==> src/logic/cbfp_fmt_pkg.sv <==
`default_nettype none

// number formats along the normalizer datapath
package cbfp_fmt_pkg;

    // one real or imaginary part of an input sample
    localparam int IN_W = 25;

    // one part of a normalized output sample
    localparam int OUT_W = 12;

    // shared block exponent wide enough for 0 to EXP_MAX
    localparam int EXP_W = 5;

    // exponent at which a sample passes through without a shift
    // above it samples move left and below it they move right
    localparam int EXP_REF = 13;

    // largest redundant sign run which only 0 and -1 reach
    localparam int EXP_MAX = IN_W - 1;

endpackage

`default_nettype wire

==> src/logic/cbfp_geom_pkg.sv <==
`default_nettype none

// lane layout and pipeline depth
package cbfp_geom_pkg;

    // complex lanes taken per cycle
    localparam int LANES = 16;

    // lanes sharing one exponent
    localparam int BLK_LANES = 8;
    localparam int NUM_BLKS = LANES / BLK_LANES;

    // register stages from di_en to exp_valid
    localparam int DET_STAGES = 2;

endpackage

`default_nettype wire

==> src/logic/block_exponent_detector.sv <==
`timescale 1ns/1ps
`default_nettype none

module block_exponent_detector (
    input  logic                                   clk,
    input  logic                                   rstn,
    input  logic signed [cbfp_fmt_pkg::IN_W-1:0]   di_re [cbfp_geom_pkg::LANES],
    input  logic signed [cbfp_fmt_pkg::IN_W-1:0]   di_im [cbfp_geom_pkg::LANES],
    input  logic                                   di_en,
    output logic        [cbfp_fmt_pkg::EXP_W-1:0]  blk_exp [cbfp_geom_pkg::NUM_BLKS],
    output logic                                   exp_valid
);

    import cbfp_fmt_pkg::*;
    import cbfp_geom_pkg::*;

    // bits below the sign that repeat it up to the first change
    function automatic logic [EXP_W-1:0] sign_run(input logic signed [IN_W-1:0] x);
        logic [EXP_W-1:0] cnt;
        logic             run;
        cnt = '0;
        run = 1'b1;
        for (int b = IN_W - 2; b >= 0; b--) begin
            if (run && (x[b] == x[IN_W-1])) begin
                cnt = cnt + 1'b1;
            end else begin
                run = 1'b0;
            end
        end
        return cnt;
    endfunction

    logic [EXP_W-1:0] run_re [LANES];
    logic [EXP_W-1:0] run_im [LANES];
    logic [EXP_W-1:0] cnt_re [LANES];
    logic [EXP_W-1:0] cnt_im [LANES];
    logic             cnt_valid;
    logic [EXP_W-1:0] blk_min [NUM_BLKS];

    always_comb begin
        for (int l = 0; l < LANES; l++) begin
            run_re[l] = sign_run(di_re[l]);
            run_im[l] = sign_run(di_im[l]);
        end
    end

    // stage 1 holds the per-part counts
    always_ff @(posedge clk or negedge rstn) begin
        if (!rstn) begin
            cnt_valid <= 1'b0;
            for (int l = 0; l < LANES; l++) begin
                cnt_re[l] <= '0;
                cnt_im[l] <= '0;
            end
        end else begin
            cnt_valid <= di_en;
            if (di_en) begin
                for (int l = 0; l < LANES; l++) begin
                    cnt_re[l] <= run_re[l];
                    cnt_im[l] <= run_im[l];
                end
            end
        end
    end

    // smallest count over both parts of every lane in a block
    always_comb begin
        for (int b = 0; b < NUM_BLKS; b++) begin
            blk_min[b] = EXP_W'(EXP_MAX);
            for (int k = 0; k < BLK_LANES; k++) begin
                if (cnt_re[b * BLK_LANES + k] < blk_min[b]) begin
                    blk_min[b] = cnt_re[b * BLK_LANES + k];
                end
                if (cnt_im[b * BLK_LANES + k] < blk_min[b]) begin
                    blk_min[b] = cnt_im[b * BLK_LANES + k];
                end
            end
        end
    end

    // stage 2 holds the block exponents
    always_ff @(posedge clk or negedge rstn) begin
        if (!rstn) begin
            exp_valid <= 1'b0;
            for (int b = 0; b < NUM_BLKS; b++) begin
                blk_exp[b] <= '0;
            end
        end else begin
            exp_valid <= cnt_valid;
            if (cnt_valid) begin
                for (int b = 0; b < NUM_BLKS; b++) begin
                    blk_exp[b] <= blk_min[b];
                end
            end
        end
    end

endmodule

`default_nettype wire

==> config.mk <==
export PLATFORM = sky130hd
export DESIGN_NAME = block_exponent_detector
export DESIGN_NICKNAME = d
export VERILOG_FILES = /design/src/logic/cbfp_fmt_pkg.sv /design/src/logic/cbfp_geom_pkg.sv /design/src/logic/block_exponent_detector.sv
export SDC_FILE = /design/constraint.sdc
export NUM_CORES = 2
export LEC_CHECK = 0
export ABC_AREA = 1
export CELL_PAD_IN_SITES_DETAIL_PLACEMENT = 0
export CELL_PAD_IN_SITES_GLOBAL_PLACEMENT = 1
export CORE_MARGIN = 3
export CORE_UTILIZATION = 35
export CTS_CLUSTER_SIZE = 24
export DETAILED_ROUTE_END_ITERATION = 7
export DONT_BUFFER_PORTS = 1
export PLACE_DENSITY = 0.66
export SLEW_MARGIN = 20
export SYNTH_ARGS = -nofsm -noshare
export SYNTH_HDL_FRONTEND = slang
export SYNTH_SLANG_ARGS = --single-unit
export TNS_END_PERCENT = 5
==> constraint.sdc <==
create_clock -name clk -period 29.1 [get_ports clk]
set_clock_uncertainty 0.1 [all_clocks]
set_input_delay 2.91 -clock clk [delete_from_list [all_inputs] [get_ports clk]]
set_output_delay 2.91 -clock clk [all_outputs]
set_load 0.01 [all_outputs]
==> impl_metrics.yaml <==
sta:
  setup_viol: 0
  post-route-period-util: 0.536
  slew_headroom: 0.412
  fin_setup_tns_ns: 0
  grt_setup_unrepaired: "false"
  timing.final.max_slew_violations: 0
  hold_viol_final: 0
  fmax_ghz: 0.0641
  fin_ws_ns: 13.50
  tightestPinTransition_ns: 0.877
  period_minus_slack_ns: 15.60
  whs_ns: 0.407
clock_tree:
  post_cts_buffers: 0
  numCtsBuffers: 17
  ctsResizeCount: 0
  ctsHoldBuffers: 0
  cts_buffer_depth: 2
  root_buffer: "clkbuf_16"
  insertion_delay_ns: 0.50
  htreeDepth: 4
  cts.sinks: 172
  cts_tree: "yes"
  clkSlewWorstSetupHoldPaths_ns: 0.08
status:
  status: "finished, final reports clean"
placement:
  hpwlAfterDp_mm: 168
  gp_congestion: 0.877
  post-place-ws_ns: 13.52
  io_buffer_count: 0
cells_and_area:
  syn_to_final_growth_pct: 4.89
  num-nets-final: 12990
  final_util: 0.371
  drive_gt1_frac: 0.0562
  fillers: 20635
global_route:
  overflow: 0
  grt_max_degree: 224
  grtUsageTotal: 0.192
  antenna_found_initial: 4
  grt_first_pass_wirelength_mm: 311
  grt_pass1_vias: 64118
drt:
  vias_per_cell: 4.98
  drtAntennaViolNets: 0
  routed_wl_mm: 190
  wire_per_inst_um: 13.6
  drt_first_pass_iters: 7
  drt_iter0_markers: 3072
  vias: 69453
  drc: 0
synthesis:
  synth_area_per_cell_um2: 5.62
  synth.distinct_cells: 47
  ys.flop_type: "dfrtp_1"
  syn-instance-count: 11581
  yosysSeqAreaShare: 0.0662
  synthTopCellsByCount: "nand2_1, inv_1, nand3_1, nor2_1, ha_1"
  netlist_area_mm2: 0.0650
  synth_edf_count: 0
  synth_nets: 13102
  yosysMostFrequentCell: "nand2_1"
  ys_async_sr_fraction: 1.00
  synth_top_cell_by_area: "nand2_1"
  ys_seq_elements: 172
  synthTopCellsByArea: "nand2_1, ha_1, inv_1"
  yosys_warnings: 0
  netlist.area_leader.share: 0.186
worst_setup_path:
  cp.arrival_ns: 15.88
  critical-path-max-stage-delay_ns: 0.69
  setup.worst_path.end_class: "flop"
  timing_worst_setup_path_type: "flop to flop"
  r2r-start: "cnt_re[78]"
  cp.required_ns: 29.39
  critical_path_peak_fanout: 10
  crit_slowest_cell: "a211oi_1"
  crit_start: "cnt_re[78]"
  reg2regPathDepth: 93
  startpoint_type: "flop"
  reg2reg_to: "blk_exp[9]"
  r2r_setup_slack_ns: 13.50
hold_path:
  hold_end: "cnt_re[37]"
  hp-start: "cnt_re[37]"
  whs_path_depth: 2
  hp-class: "flop to flop"
die:
  die-height_um: 437
  rows: 157
  start_util: 0.354
  pin_count: 814
  dieArea_mm2: 0.191
  die_x_um: 437
  core_mm2: 0.184
job:
  drv_cap: 0
## cells in the final DEF (no fill, tap or decap), types with 26 or more instances in the layout
cell,netlist,routed
dfrtp_1,172,172
a31oi_1,171,171
xor2_1,442,442
nand2_4,28,28
or2_2,307,307
nor2b_1,26,26
o22ai_1,29,29
nand3b_1,34,34
a21o_1,65,65
nand3_1,1136,1136
xnor2_1,268,268
mux2_2,107,107
a22o_1,171,171
ha_1,718,718
inv_1,1648,1648
a21oi_1,573,573
nor2_1,1105,1105
o21ai_0,714,714
nand4_1,261,261
nand2_2,109,109
nand2_1,3217,3217
## metrics by stage
step                instance area (um^2)  std cells
finish                             68200      13954
global route                       68200      13950
CTS                                68200      13946
detailed placement                 67600      13914
global placement                   67600      13914
floorplan                          65000      11581
## state kept, by name, indices dropped and copies added, names as in the netlist
signal	cells
cnt_im	80
cnt_re	80
blk_exp	10
cnt_valid	1
exp_valid	1
## worst max-delay path: cells and delay by family (launching register included)
| family | cells | cell delay, ns |
|---|---|---|
| and+or+nand+nor | 45 | 4.55 |
| adders and majority gates | 15 | 4.40 |
| DFF | 1 | 0.42 |
| AOI/OAI and AO/OA | 29 | 5.62 |
| buffers and inverters | 4 | 0.35 |
## routing by layer
metal | global-route usage | vias up | wire, um
li1 | - | 37816 | -
met1 | 0.237 | 30680 | 86800
met2 | 0.351 | 844 | 91500
met3 | 0.0316 | 113 | 8540
met4 | 0.0360 | 0 | 3550
met5 | 0 | - | 0
## worst max path at each step
stage,end,slack (ns),depth (start not counted)
floorplan,cnt_im[74],15.00,63
global placement,blk_exp[3],13.63,91
detailed placement,blk_exp[3],13.52,91
CTS,blk_exp[3],13.46,91
global route,blk_exp[5],11.85,93
finish,blk_exp[9],13.50,93
## final cells by class
cell class / instances / area, um^2 / area share
diodes: 8 / 20.0 / 0.000293
clock buffers: 19 / 453 / 0.00664
clock inverters: 13 / 116 / 0.00171
inverters: 1661 / 6240 / 0.0914
multi-input cells: 9616 / 54000 / 0.792
flip-flops and latches: 172 / 4300 / 0.0631
well taps: 2464 / 3080 / 0.0452
repair buffers: 1 / 7.51 / 0.000110
## cell families (layout without fill, tap and decap cells)
| logic type | Yosys count | after routing | share of synthesized area |
|---|---|---|---|
| simple gates | 6287 | 6287 | 0.420 |
| compound gates | 1794 | 1794 | 0.158 |
| buf+inv | 1793 | 1694 | 0.104 |
| fa+ha+maj | 718 | 718 | 0.138 |
| xor+xnor | 710 | 710 | 0.0956 |
| flops | 172 | 172 | 0.0662 |
| mux | 107 | 107 | 0.0185 |
| other cells | 0 | 8 | 0 |
Power is not shown: default switching activity piles up to over one toggle a cycle in this logic, so the estimate is an artifact.
