$ cat config.mk
export PLATFORM = sky130hd
export DESIGN_NAME = sample_delay_line
export DESIGN_NICKNAME = d
export VERILOG_FILES = /design/src/logic/cbfp_fmt_pkg.sv /design/src/logic/cbfp_geom_pkg.sv /design/src/logic/sample_delay_line.sv
export SDC_FILE = /design/constraint.sdc
export NUM_CORES = 1
export LEC_CHECK = 0
export ABC_CLOCK_PERIOD_IN_PS = 800
export BUFFER_PORTS_ARGS = -buffer_cell sky130_fd_sc_hd__buf_2
export CORE_AREA = 2 2 621 623
export CTS_BUF_LIST = sky130_fd_sc_hd__clkbuf_16
export CTS_CLUSTER_SIZE = 14
export DETAILED_ROUTE_END_ITERATION = 16
export DIE_AREA = 0 0 623 625
export GPL_TIMING_DRIVEN = 1
export HOLD_SLACK_MARGIN = 0.06
export PLACE_DENSITY = 0.3
export SLEW_MARGIN = 10
export SYNTH_ARGS = -nofsm -noshare
export SYNTH_HDL_FRONTEND = slang
export SYNTH_SLANG_ARGS = --single-unit
$ cat constraint.sdc
create_clock -name clk -period 0.8 [get_ports clk]
set_input_delay 0.04 -clock clk [delete_from_list [all_inputs] [get_ports clk]]
set_output_delay 0.04 -clock clk [all_outputs]
set_load 0.02 [all_outputs]
$ cat src/logic/cbfp_fmt_pkg.sv
`default_nettype none

// number formats along the normalizer datapath
package cbfp_fmt_pkg;

    // one real or imaginary part of an input sample
    localparam int IN_W = 25;

    // one part of a normalized output sample
    localparam int OUT_W = 12;

    // shared block exponent wide enough for 0 to EXP_MAX
    localparam int EXP_W = 5;

    // exponent at which a sample passes through without a shift
    // above it samples move left and below it they move right
    localparam int EXP_REF = 13;

    // largest redundant sign run which only 0 and -1 reach
    localparam int EXP_MAX = IN_W - 1;

endpackage

`default_nettype wire

$ cat src/logic/cbfp_geom_pkg.sv
`default_nettype none

// lane layout and pipeline depth
package cbfp_geom_pkg;

    // complex lanes taken per cycle
    localparam int LANES = 16;

    // lanes sharing one exponent
    localparam int BLK_LANES = 8;
    localparam int NUM_BLKS = LANES / BLK_LANES;

    // register stages from di_en to exp_valid
    localparam int DET_STAGES = 2;

endpackage

`default_nettype wire

$ cat src/logic/sample_delay_line.sv
`timescale 1ns/1ps
`default_nettype none

module sample_delay_line (
    input  logic                                  clk,
    input  logic                                  rstn,
    input  logic signed [cbfp_fmt_pkg::IN_W-1:0]  di_re [cbfp_geom_pkg::LANES],
    input  logic signed [cbfp_fmt_pkg::IN_W-1:0]  di_im [cbfp_geom_pkg::LANES],
    output logic signed [cbfp_fmt_pkg::IN_W-1:0]  dl_re [cbfp_geom_pkg::LANES],
    output logic signed [cbfp_fmt_pkg::IN_W-1:0]  dl_im [cbfp_geom_pkg::LANES]
);

    import cbfp_fmt_pkg::*;
    import cbfp_geom_pkg::*;

    // one row per detector stage so samples meet their exponents
    logic signed [IN_W-1:0] pipe_re [DET_STAGES][LANES];
    logic signed [IN_W-1:0] pipe_im [DET_STAGES][LANES];

    // shifts every cycle and the detector valid marks the live sets
    always_ff @(posedge clk or negedge rstn) begin
        if (!rstn) begin
            for (int s = 0; s < DET_STAGES; s++) begin
                for (int l = 0; l < LANES; l++) begin
                    pipe_re[s][l] <= '0;
                    pipe_im[s][l] <= '0;
                end
            end
        end else begin
            for (int l = 0; l < LANES; l++) begin
                pipe_re[0][l] <= di_re[l];
                pipe_im[0][l] <= di_im[l];
            end
            for (int s = 1; s < DET_STAGES; s++) begin
                for (int l = 0; l < LANES; l++) begin
                    pipe_re[s][l] <= pipe_re[s-1][l];
                    pipe_im[s][l] <= pipe_im[s-1][l];
                end
            end
        end
    end

    always_comb begin
        for (int l = 0; l < LANES; l++) begin
            dl_re[l] = pipe_re[DET_STAGES-1][l];
            dl_im[l] = pipe_im[DET_STAGES-1][l];
        end
    end

endmodule

`default_nettype wire

==> results.sh, run 1 <==
export IMPL_outcome="finished, violations left"
export IMPL_failed_checks="hold timing, setup timing"
export IMPL_power_density_nw_per_um2=2300
export IMPL_rows=228
export IMPL_drt_initial_drc_count=868
export IMPL_final_cell_mix="1595 x sky130_fd_sc_hd__dlygate4sd3_1, 1569 x sky130_fd_sc_hd__dfrtp_1, 800 x sky130_fd_sc_hd__buf_2, 768 x sky130_fd_sc_hd__buf_6, 195 x sky130_fd_sc_hd__clkbuf_16"
export IMPL_startpoint_type="flip-flop"
export IMPL_remaining_drc_errors=0
export IMPL_antenna_left=0
export IMPL_holdWs_ns=-0.168
export IMPL_drv_slew=0
export IMPL_synth_top_cell_area_share_pct=87.0
export IMPL_path_cells="buf_6"
export IMPL_critical_path_max_stage_delay_ns=0.49
export IMPL_setup_viol_count_final=803
export IMPL_avgViaCountPerCell=2.71
export IMPL_grt_setup_unrepaired="true"
export IMPL_first_pass_grt_wire_length_um=281000
export IMPL_total_core_area_sq_um=384000
export IMPL_clk_transition_reported_paths_ns=0.06
export IMPL_arrival_ns=1.51
export IMPL_dieHeight_um=625
export IMPL_cts_root_buffer_cell="sky130_fd_sc_hd__clkbuf_16"
export IMPL_synthesis_nets=3202
export IMPL_worst_endpoint_required_ns=0.76
export IMPL_path_buf_inv=1
export IMPL_clock_sink_count=1600
export IMPL_hold_violation_total_from_the_final_report=219
export IMPL_drt_first_pass_iters=4
export IMPL_gp_congestion=0.865
export IMPL_worst_slack_ns=-0.755
export IMPL_routed_via_count=28274
export IMPL_hold_class="in -> async"
export IMPL_drive_gt1_share_pct=39.3
export IMPL_grt_start_max_net_pins=78
export IMPL_fin_crit_sh_pct=194
export IMPL_worst_skew_pair_late_latency_ns=0.88
export IMPL_path_class="reg -> out"
export IMPL_ir_drop_uv=1810
export IMPL_synth_yosys_seq_area_share_pct=87.0
export IMPL_dieArea_sq_um=389000
export IMPL_stdcell_count=10443
export IMPL_drv_max_cap_violation_count=0
export IMPL_layout_fillers=40796
export IMPL_synth_lib_cells_used_distinct=2
export IMPL_clock_tree_from_tritoncts="built"
export IMPL_post_synth_top_area_cell="sky130_fd_sc_hd__dfrtp_1"
export IMPL_worstSetupEndpointType="primary output"
export IMPL_power_leakage_nw=37.7
export IMPL_detail_route_wl_per_cell_um=19.9
export IMPL_cpMaxStageDelayCell="sky130_fd_sc_hd__dfrtp_2"
export IMPL_synthesis_area_per_instance_sq_um=19.2
export IMPL_cts_buffers_inserted=194
export IMPL_post_place_ws_ns=-0.128
export IMPL_numPortBuffers=1601
export IMPL_syn2layout_area_growth_pct=82.9
export IMPL_flops_latches_synth=1600
export IMPL_fin_skew_ns=0.0550
export IMPL_crit_fanout=1
export IMPL_max_freq_mhz=643
export IMPL_total_power_mw=194
export IMPL_multi_input_cells=0
export IMPL_number_of_placed_instances_with_taps_included=8442
export IMPL_post_synth_main_area_contributors="sky130_fd_sc_hd__dfrtp_1 87%, sky130_fd_sc_hd__buf_4 13%"
export IMPL_grt_util_all_layers_pct=10.5
export IMPL_relSlewSlack_pct=65.6
export IMPL_critical_path_top_delay_family="flip-flops"
export IMPL_initial_core_util_pct=12.0
export IMPL_mapped_cell_area_sq_um=46000
export IMPL_syn_inst=2400
export IMPL_hpwl_um=168000
export IMPL_final_common_cell="sky130_fd_sc_hd__dlygate4sd3_1"
export IMPL_instance_area_at_placement_sq_um=57000
export IMPL_synth_yosys_warnings=0
export IMPL_finalCriticalPeriod_ns=1.55
export IMPL_htree_levels=4
export IMPL_sum_neg_setup_slack_ns=-481.95
export IMPL_grt_antenna_before_repair=153
export IMPL_first_global_vias=33051
export IMPL_global_route_overflow_total=0
export IMPL_final_net_count=5981
export IMPL_die_width_um=623
export IMPL_timing_worst_slew_pin_value_ns=0.517
export IMPL_reg2reg_setup_slack_ns=0.10
export IMPL_fin_area_sq_um=84200
export IMPL_postRouteWirelength_um=208000
export IMPL_multi_input_comb_area_sq_um=0
export IMPL_num_io_pins=1602
export IMPL_cts_max_path_buffers=4
Yosys cell counts (all sizes together):
cell type  instances
buf              800
dfrtp           1600
through the flow:
stage / hold WS, ns / utilization, %
after floorplan: -0.256 / -
after global placement: 0.110 / 14.9
after detailed placement: 0.123 / 14.9
after CTS: -0.290 / 21.9
after global routing: -0.224 / 21.9
final: -0.168 / 22.0
routing by layer:
layer / track usage (%) / vias to the layer above / wire, um / part of all wire (%)
li1: - / 12254 / - / -
met1: 11.6 / 14265 / 76800 / 37
met2: 18.3 / 1261 / 105000 / 51
met3: 3.91 / 440 / 18100 / 8.7
met5: 0 / - / 344 / 0.17
met4: 3.81 / 54 / 7750 / 3.7
worst paths after layout:
kind | to | start | depth (start not counted)
setup / recovery | dl_re[202] | dl_re[202]$_DFF_PN0_ | 1
hold / removal | dl_re[69]$_DFF_PN0_ | rstn | 9
setup reg to reg | dl_re[280]$_DFF_PN0_ | pipe_re[680]$_DFF_PN0_ | 0
hold reg to reg | dl_im[69]$_DFF_PN0_ | pipe_im[469]$_DFF_PN0_ | 0
max in group asynchronous | pipe_im[718]$_DFF_PN0_ | rstn | 11
min in group clk | pipe_re[552]$_DFF_PN0_ | di_re[152] | 2
cell type report:
class                 count  area (sq um)  area share (%)
clock inverter          153          1280            1.52
tap                    5060          6330            7.52
antenna                  52           130           0.155
clock buffer            195          4880            5.79
timing repair buffer   3383         31500            37.4
sequential             1600         40100            47.6
power breakdown:
group          internal (mW)  total, mW  switching (mW)
Sequential              85.1       87.3            2.24
Combinational           11.5       20.5            9.03
Clock                   50.2       85.8            35.7
Total                    147        194            46.9
registers in the layout, indices dropped and copies added, names as in the netlist:
register and flops:
dl_im 400, dl_re 400, pipe_im 400, pipe_re 400
kinds of logic after synthesis:
| kind of cell | Yosys count | synth area share [%] |
|---|---|---|
| buf+inv | 800 | 13.0 |
| flops | 1600 | 87.0 |
timing repair:
item	in CTS	in global routing
endpoints found under the setup margin	802	818
hold buffers	1606	1
setup buffers	0	0
resized for setup	1564	5
hold endpoints to repair	2400	321
Note: power is estimated with default switching activity, not from simulation.
==> run 2: changes to the inputs <==
PLACE_DENSITY = default   (was 0.3)
RECOVER_POWER = 50   (was default)
SETUP_SLACK_MARGIN = 0.1   (was default)
==> run 2 against run 1 <==
  * The run still ends with hold timing, setup timing left
  * Utilization increased by 0.23 points
  * Wire length up 44%
  * Register-to-register slack gained 0.03 ns
  * Die area unchanged
  * Critical path depth unchanged
  * Clock skew rose by 0.019 ns
  * Non-clock buffer count down 17
  * Maximum frequency shrank 5.9%
  * Sequential cell count did not move
  * Largest cell class unchanged
==> results.sh, run 2 (synthesized netlist as in run 1, its figures left out) <==
export IMPL_worst_slack_ns=-0.853
export IMPL_cts_buffers_inserted=190
export IMPL_power_density_nw_per_um2=2340
export IMPL_die_width_um=623
export IMPL_numPortBuffers=1601
export IMPL_remaining_drc_errors=0
export IMPL_power_switching_mw=51.7
export IMPL_cts_post_setup_buffers_inserted=0
export IMPL_clock_sink_count=1600
export IMPL_final_net_count=5960
export IMPL_crit_fanout=1
export IMPL_critical_path_top_delay_family="flip-flops"
export IMPL_grt_util_all_layers_pct=15.0
export IMPL_critical_path_depth=1
export IMPL_grt_use_met3_pct=5.01
export IMPL_grt_busiest_layer="met2"
export IMPL_reg2reg_setup_slack_ns=0.13
export IMPL_timing_worst_slew_pin_value_ns=0.745
export IMPL_rows=228
export IMPL_initial_core_util_pct=12.0
export IMPL_failed_checks="hold timing, setup timing"
export IMPL_final_cell_mix="1598 x sky130_fd_sc_hd__dlygate4sd3_1, 1515 x sky130_fd_sc_hd__dfrtp_1, 767 x sky130_fd_sc_hd__buf_2, 698 x sky130_fd_sc_hd__buf_6, 192 x sky130_fd_sc_hd__clkbuf_16"
export IMPL_cp_endpoint="dl_re[206]"
export IMPL_path_buf_inv=1
export IMPL_internal_power_mw=147
export IMPL_clk_transition_reported_paths_ns=0.06
export IMPL_num_io_pins=1602
export IMPL_ir_drop_uv=2010
export IMPL_path_cells="buf_6"
export IMPL_pwr_share_clk_pct=44.3
export IMPL_postRouteWirelength_um=299000
export IMPL_drv_max_cap_violation_count=0
export IMPL_drv_slew=0
export IMPL_share_seq_of_total_power_pct=44.2
export IMPL_cts_root_buffer_cell="sky130_fd_sc_hd__clkbuf_16"
export IMPL_finalCoreUtilization_pct=22.2
export IMPL_avgViaCountPerCell=2.84
export IMPL_routed_via_count=29751
export IMPL_first_global_vias=33623
export IMPL_grt_use_met1_pct=17.8
export IMPL_setup_worst_path_start="dl_re[206]$_DFF_PN0_"
export IMPL_cpMaxStageDelayCell="sky130_fd_sc_hd__dfrtp_2"
export IMPL_outcome="finished, violations left"
export IMPL_r2r_end="dl_im[46]$_DFF_PN0_"
export IMPL_setup_viol_count_final=2319
export IMPL_crit_reg2reg_launch="pipe_im[446]$_DFF_PN0_"
export IMPL_global_route_overflow_total=0
export IMPL_power_switching_fraction_pct=26.0
export IMPL_htree_levels=4
export IMPL_share_comb_of_total_power_pct=11.5
export IMPL_power_leakage_nw=37.8
export IMPL_worstSetupEndpointType="primary output"
export IMPL_grt_start_max_net_pins=81
export IMPL_drt_initial_drc_count=1183
export IMPL_hold_class="in -> async"
export IMPL_antenna_left=0
export IMPL_syn2layout_area_growth_pct=84.8
export IMPL_grt_antenna_before_repair=300
export IMPL_critical_path_max_stage_delay_ns=0.51
export IMPL_fin_skew_ns=0.0742
export IMPL_cts_max_path_buffers=4
export IMPL_multi_input_comb_area_sq_um=0
export IMPL_first_pass_grt_wire_length_um=374000
export IMPL_groute_layer_met2_usage_pct=25.4
export IMPL_detail_route_wl_per_cell_um=28.6
export IMPL_multi_input_cells=0
export IMPL_worst_endpoint_required_ns=0.76
export IMPL_hold_violation_total_from_the_final_report=1
export IMPL_holdWs_ns=-0.00272
export IMPL_arrival_ns=1.61
export IMPL_path_class="reg -> out"
export IMPL_max_freq_mhz=605
export IMPL_final_common_cell="sky130_fd_sc_hd__dlygate4sd3_1"
export IMPL_reg2reg_depth=1
export IMPL_fin_crit_sh_pct=207
export IMPL_finalCriticalPeriod_ns=1.65
export IMPL_layout_fillers=40149
export IMPL_total_core_area_sq_um=384000
export IMPL_drive_gt1_share_pct=39.6
export IMPL_worst_skew_pair_late_latency_ns=0.91
export IMPL_drt_first_pass_iters=4
export IMPL_relSlewSlack_pct=50.3
export IMPL_post_place_ws_ns=-0.132
export IMPL_grt_setup_unrepaired="true"
export IMPL_hpwl_um=251000
export IMPL_startpoint_type="flip-flop"
export IMPL_dieArea_sq_um=389000
export IMPL_gp_congestion=0.948
export IMPL_dieHeight_um=625
export IMPL_clock_tree_from_tritoncts="built"
-- run 2: cell count changes in the layout (fill, tap and decap cells not counted), sizes merged --
| cell | previous run | this run |
|---|---|---|
| buf | 1787 | 1731 |
| clkbuf | 195 | 228 |
| diode | 52 | 84 |
| clkinvlp | 4 | 13 |
| clkinv | 86 | 82 |
| dlygate4sd3 | 1595 | 1598 |
| inv | 45 | 43 |
-- run 2: layer usage --
metal,vias to the layer above,wire [um]
met2,1599,144000
li1,12253,-
met4,76,12200
met3,717,22900
met1,15106,119000
met5,-,582
-- run 2: repair_timing --
item	in CTS	in global routing
endpoints found under the setup margin	803	824
resized for setup	1475	3
hold buffers	1607	21
endpoints found under the hold margin	2400	245
-- run 2: cell type report --
type,count,area [sq um],share of cell area (%)
tap,5060,6330,7.44
sequential,1600,40100,47.2
clock inverter,156,1490,1.75
clock buffer,192,4800,5.65
antenna,84,210,0.247
timing repair buffer,3366,32100,37.7
-- run 2: per-stage QoR --
step / cell area, sq um / total power, mW / cells / setup TNS [ns]
floorplan: 46000 / 93.0 / 2400 / 0
global placement: 58100 / 103 / 8419 / -2.25
detailed placement: 58100 / 103 / 8419 / -1.50
CTS: 85000 / 202 / 10374 / -622.73
global route: 85000 / 207 / 10423 / -1191.98
finish: 85100 / 199 / 10458 / -900.60
-- run 2: worst min-delay path by stage --
| stage | start | endpoint | slack, ns | cells past startpoint |
|---|---|---|---|---|
| final | rstn | dl_re[150]$_DFF_PN0_ | -0.003 | 9 |
| after global routing | rstn | dl_re[150]$_DFF_PN0_ | 0.003 | 9 |
| after CTS | rstn | dl_re[150]$_DFF_PN0_ | -0.45 | 9 |
| after detailed placement | rstn | dl_re[150]$_DFF_PN0_ | -0.11 | 1 |
| after global placement | rstn | dl_re[150]$_DFF_PN0_ | -0.11 | 1 |
| after floorplan | rstn | dl_im[0]$_DFF_PN0_ | -0.26 | 0 |
-- run 2: power by group through the flow --
stage / registers (mW) / logic [mW] / clock network, mW
global route: 88.1 / 24.2 / 94.7
detailed placement: 88.7 / 13.9 / 0
floorplan: 87.2 / 5.79 / 0
CTS: 87.9 / 23.5 / 91.1
finish: 87.8 / 22.8 / 88.1
global placement: 88.7 / 13.9 / 0
==> run 3: changes to the inputs <==
BUFFER_PORTS_ARGS = -buffer_cell sky130_fd_sc_hd__buf_4   (was -buffer_cell sky130_fd_sc_hd__buf_2)
==> run 3 against run 2 <==
  * Global-route usage down 0.073 points
  * Maximum frequency up 3.4%
  * Critical endpoint is now dl_re[372]
  * First-iteration DRC count up 33%
  * Design area up 0.67%
  * Register-to-register slack worse by 0.04 ns
  * Critical path type unchanged
  * Clock power up 0.9%
  * The flow finishes with violations (setup timing)
==> results.sh, run 3 (synthesized netlist as in run 1, its figures left out) <==
export IMPL_clock_tree_from_tritoncts="built"
export IMPL_max_freq_mhz=626
export IMPL_clk_transition_reported_paths_ns=0.06
export IMPL_failed_checks="setup timing"
export IMPL_clock_sink_count=1600
export IMPL_grt_antenna_before_repair=349
export IMPL_cts_post_setup_buffers_inserted=0
export IMPL_dieArea_sq_um=389000
export IMPL_worst_skew_pair_late_latency_ns=0.91
export IMPL_critical_path_top_delay_family="flip-flops"
export IMPL_dieHeight_um=625
export IMPL_timing_worst_slew_pin_value_ns=0.889
export IMPL_finalCriticalPeriod_ns=1.60
export IMPL_path_buf_inv=1
export IMPL_drive_gt1_share_pct=38.8
export IMPL_final_common_cell="sky130_fd_sc_hd__dlygate4sd3_1"
export IMPL_final_net_count=5922
export IMPL_crit_fanout=1
export IMPL_power_leakage_nw=37.9
export IMPL_numPortBuffers=1601
export IMPL_path_class="reg -> out"
export IMPL_instance_area_at_placement_sq_um=60000
export IMPL_crit_reg2reg_launch="pipe_re[798]$_DFF_PN0_"
export IMPL_grt_setup_unrepaired="true"
export IMPL_gp_congestion=0.897
export IMPL_rows=228
export IMPL_avgViaCountPerCell=2.86
export IMPL_hold_class="in -> reg"
export IMPL_path_cells="buf_6"
export IMPL_outcome="finished, violations left"
export IMPL_arrival_ns=1.56
export IMPL_grt_start_max_net_pins=58
export IMPL_multi_input_comb_area_sq_um=0
export IMPL_htree_levels=4
export IMPL_fin_crit_sh_pct=200
export IMPL_holdWs_ns=0.101
export IMPL_cpMaxStageDelayCell="sky130_fd_sc_hd__dfrtp_2"
export IMPL_routed_via_count=29833
export IMPL_first_global_vias=33498
export IMPL_antenna_left=0
export IMPL_cp_endpoint="dl_re[372]"
export IMPL_initial_core_util_pct=12.0
export IMPL_reg2reg_setup_slack_ns=0.09
export IMPL_die_width_um=623
export IMPL_cts_root_buffer_cell="sky130_fd_sc_hd__clkbuf_16"
export IMPL_cts_max_path_buffers=4
export IMPL_drv_slew=0
export IMPL_fin_area_sq_um=85700
export IMPL_global_route_overflow_total=0
export IMPL_r2r_end="dl_re[398]$_DFF_PN0_"
export IMPL_hold_violation_total_from_the_final_report=0
export IMPL_hpwl_um=253000
export IMPL_reg2reg_depth=0
export IMPL_first_pass_grt_wire_length_um=373000
export IMPL_power_density_nw_per_um2=2330
export IMPL_remaining_drc_errors=0
export IMPL_critical_path_depth=1
export IMPL_cts_buffers_inserted=186
export IMPL_grt_util_all_layers_pct=14.9
export IMPL_critical_path_max_stage_delay_ns=0.48
export IMPL_drv_max_cap_violation_count=0
export IMPL_multi_input_cells=0
export IMPL_drt_first_pass_iters=4
export IMPL_num_io_pins=1602
export IMPL_sum_neg_setup_slack_ns=-727.72
export IMPL_final_cell_mix="1591 x sky130_fd_sc_hd__dlygate4sd3_1, 1576 x sky130_fd_sc_hd__dfrtp_1, 800 x sky130_fd_sc_hd__buf_6, 596 x sky130_fd_sc_hd__buf_4, 278 x sky130_fd_sc_hd__clkbuf_4"
export IMPL_fin_skew_ns=0.0581
export IMPL_detail_route_wl_per_cell_um=28.5
export IMPL_syn2layout_area_growth_pct=86.0
export IMPL_worst_slack_ns=-0.799
export IMPL_startpoint_type="flip-flop"
export IMPL_drt_initial_drc_count=1569
export IMPL_setup_worst_path_start="dl_re[372]$_DFF_PN0_"
export IMPL_worstSetupEndpointType="primary output"
export IMPL_hold_path_depth=2
export IMPL_finalCoreUtilization_pct=22.3
export IMPL_relSlewSlack_pct=40.8
export IMPL_total_core_area_sq_um=384000
export IMPL_total_power_mw=200
export IMPL_setup_viol_count_final=2065
export IMPL_postRouteWirelength_um=297000
export IMPL_ir_drop_uv=1840
export IMPL_worst_endpoint_required_ns=0.76
run 3: per-stage QoR:
step | cells | setup slack, ns
floorplan | 2400 | 0.278
global placement | 8390 | -0.106
detailed placement | 8390 | -0.0973
CTS | 10332 | -0.933
global route | 10386 | -0.895
finish | 10420 | -0.799
run 3: layout make-up:
| type | instances | area [sq um] |
|---|---|---|
| Sequential cell | 1600 | 40100 |
| Fill cell | 40028 | 298000 |
| Tap cell | 5060 | 6330 |
| Clock buffer | 186 | 4650 |
| Clock inverter | 157 | 1740 |
| Timing Repair Buffer | 3332 | 32700 |
| Antenna cell | 85 | 213 |
run 3: worst min path at each step:
stage | startpoint | slack, ns | to
final | di_re[102] | 0.10 | pipe_re[502]$_DFF_PN0_
after global routing | di_im[89] | 0.07 | pipe_im[489]$_DFF_PN0_
after CTS | rstn | -0.31 | dl_re[8]$_DFF_PN0_
after detailed placement | rstn | 0.14 | pipe_re[692]$_DFF_PN0_
after global placement | rstn | 0.13 | pipe_re[692]$_DFF_PN0_
after floorplan | rstn | -0.26 | dl_im[0]$_DFF_PN0_
run 3: per-layer routing:
layer  vias up  GRT usage [%]  wire [um]  share of wire [%]
li1      12169              -          -                  -
met1     15143           17.3     115000                 39
met2      1710           25.3     145000                 49
met3       759           5.44      25300                8.5
met4        52           5.19      12300                4.1
met5         -              0        315               0.11
run 3: report_power, final:
part           internal, mW  switching [mW]
Combinational          12.1            11.2
Sequential             85.1            2.43
Clock                  50.8            38.2
Total                   148            51.8
run 3: timing repair:
action,CTS,global route
endpoints found under the setup margin,802,1096
endpoints found under the hold margin,2400,933
gates resized for setup,819,11
hold buffers,1599,16
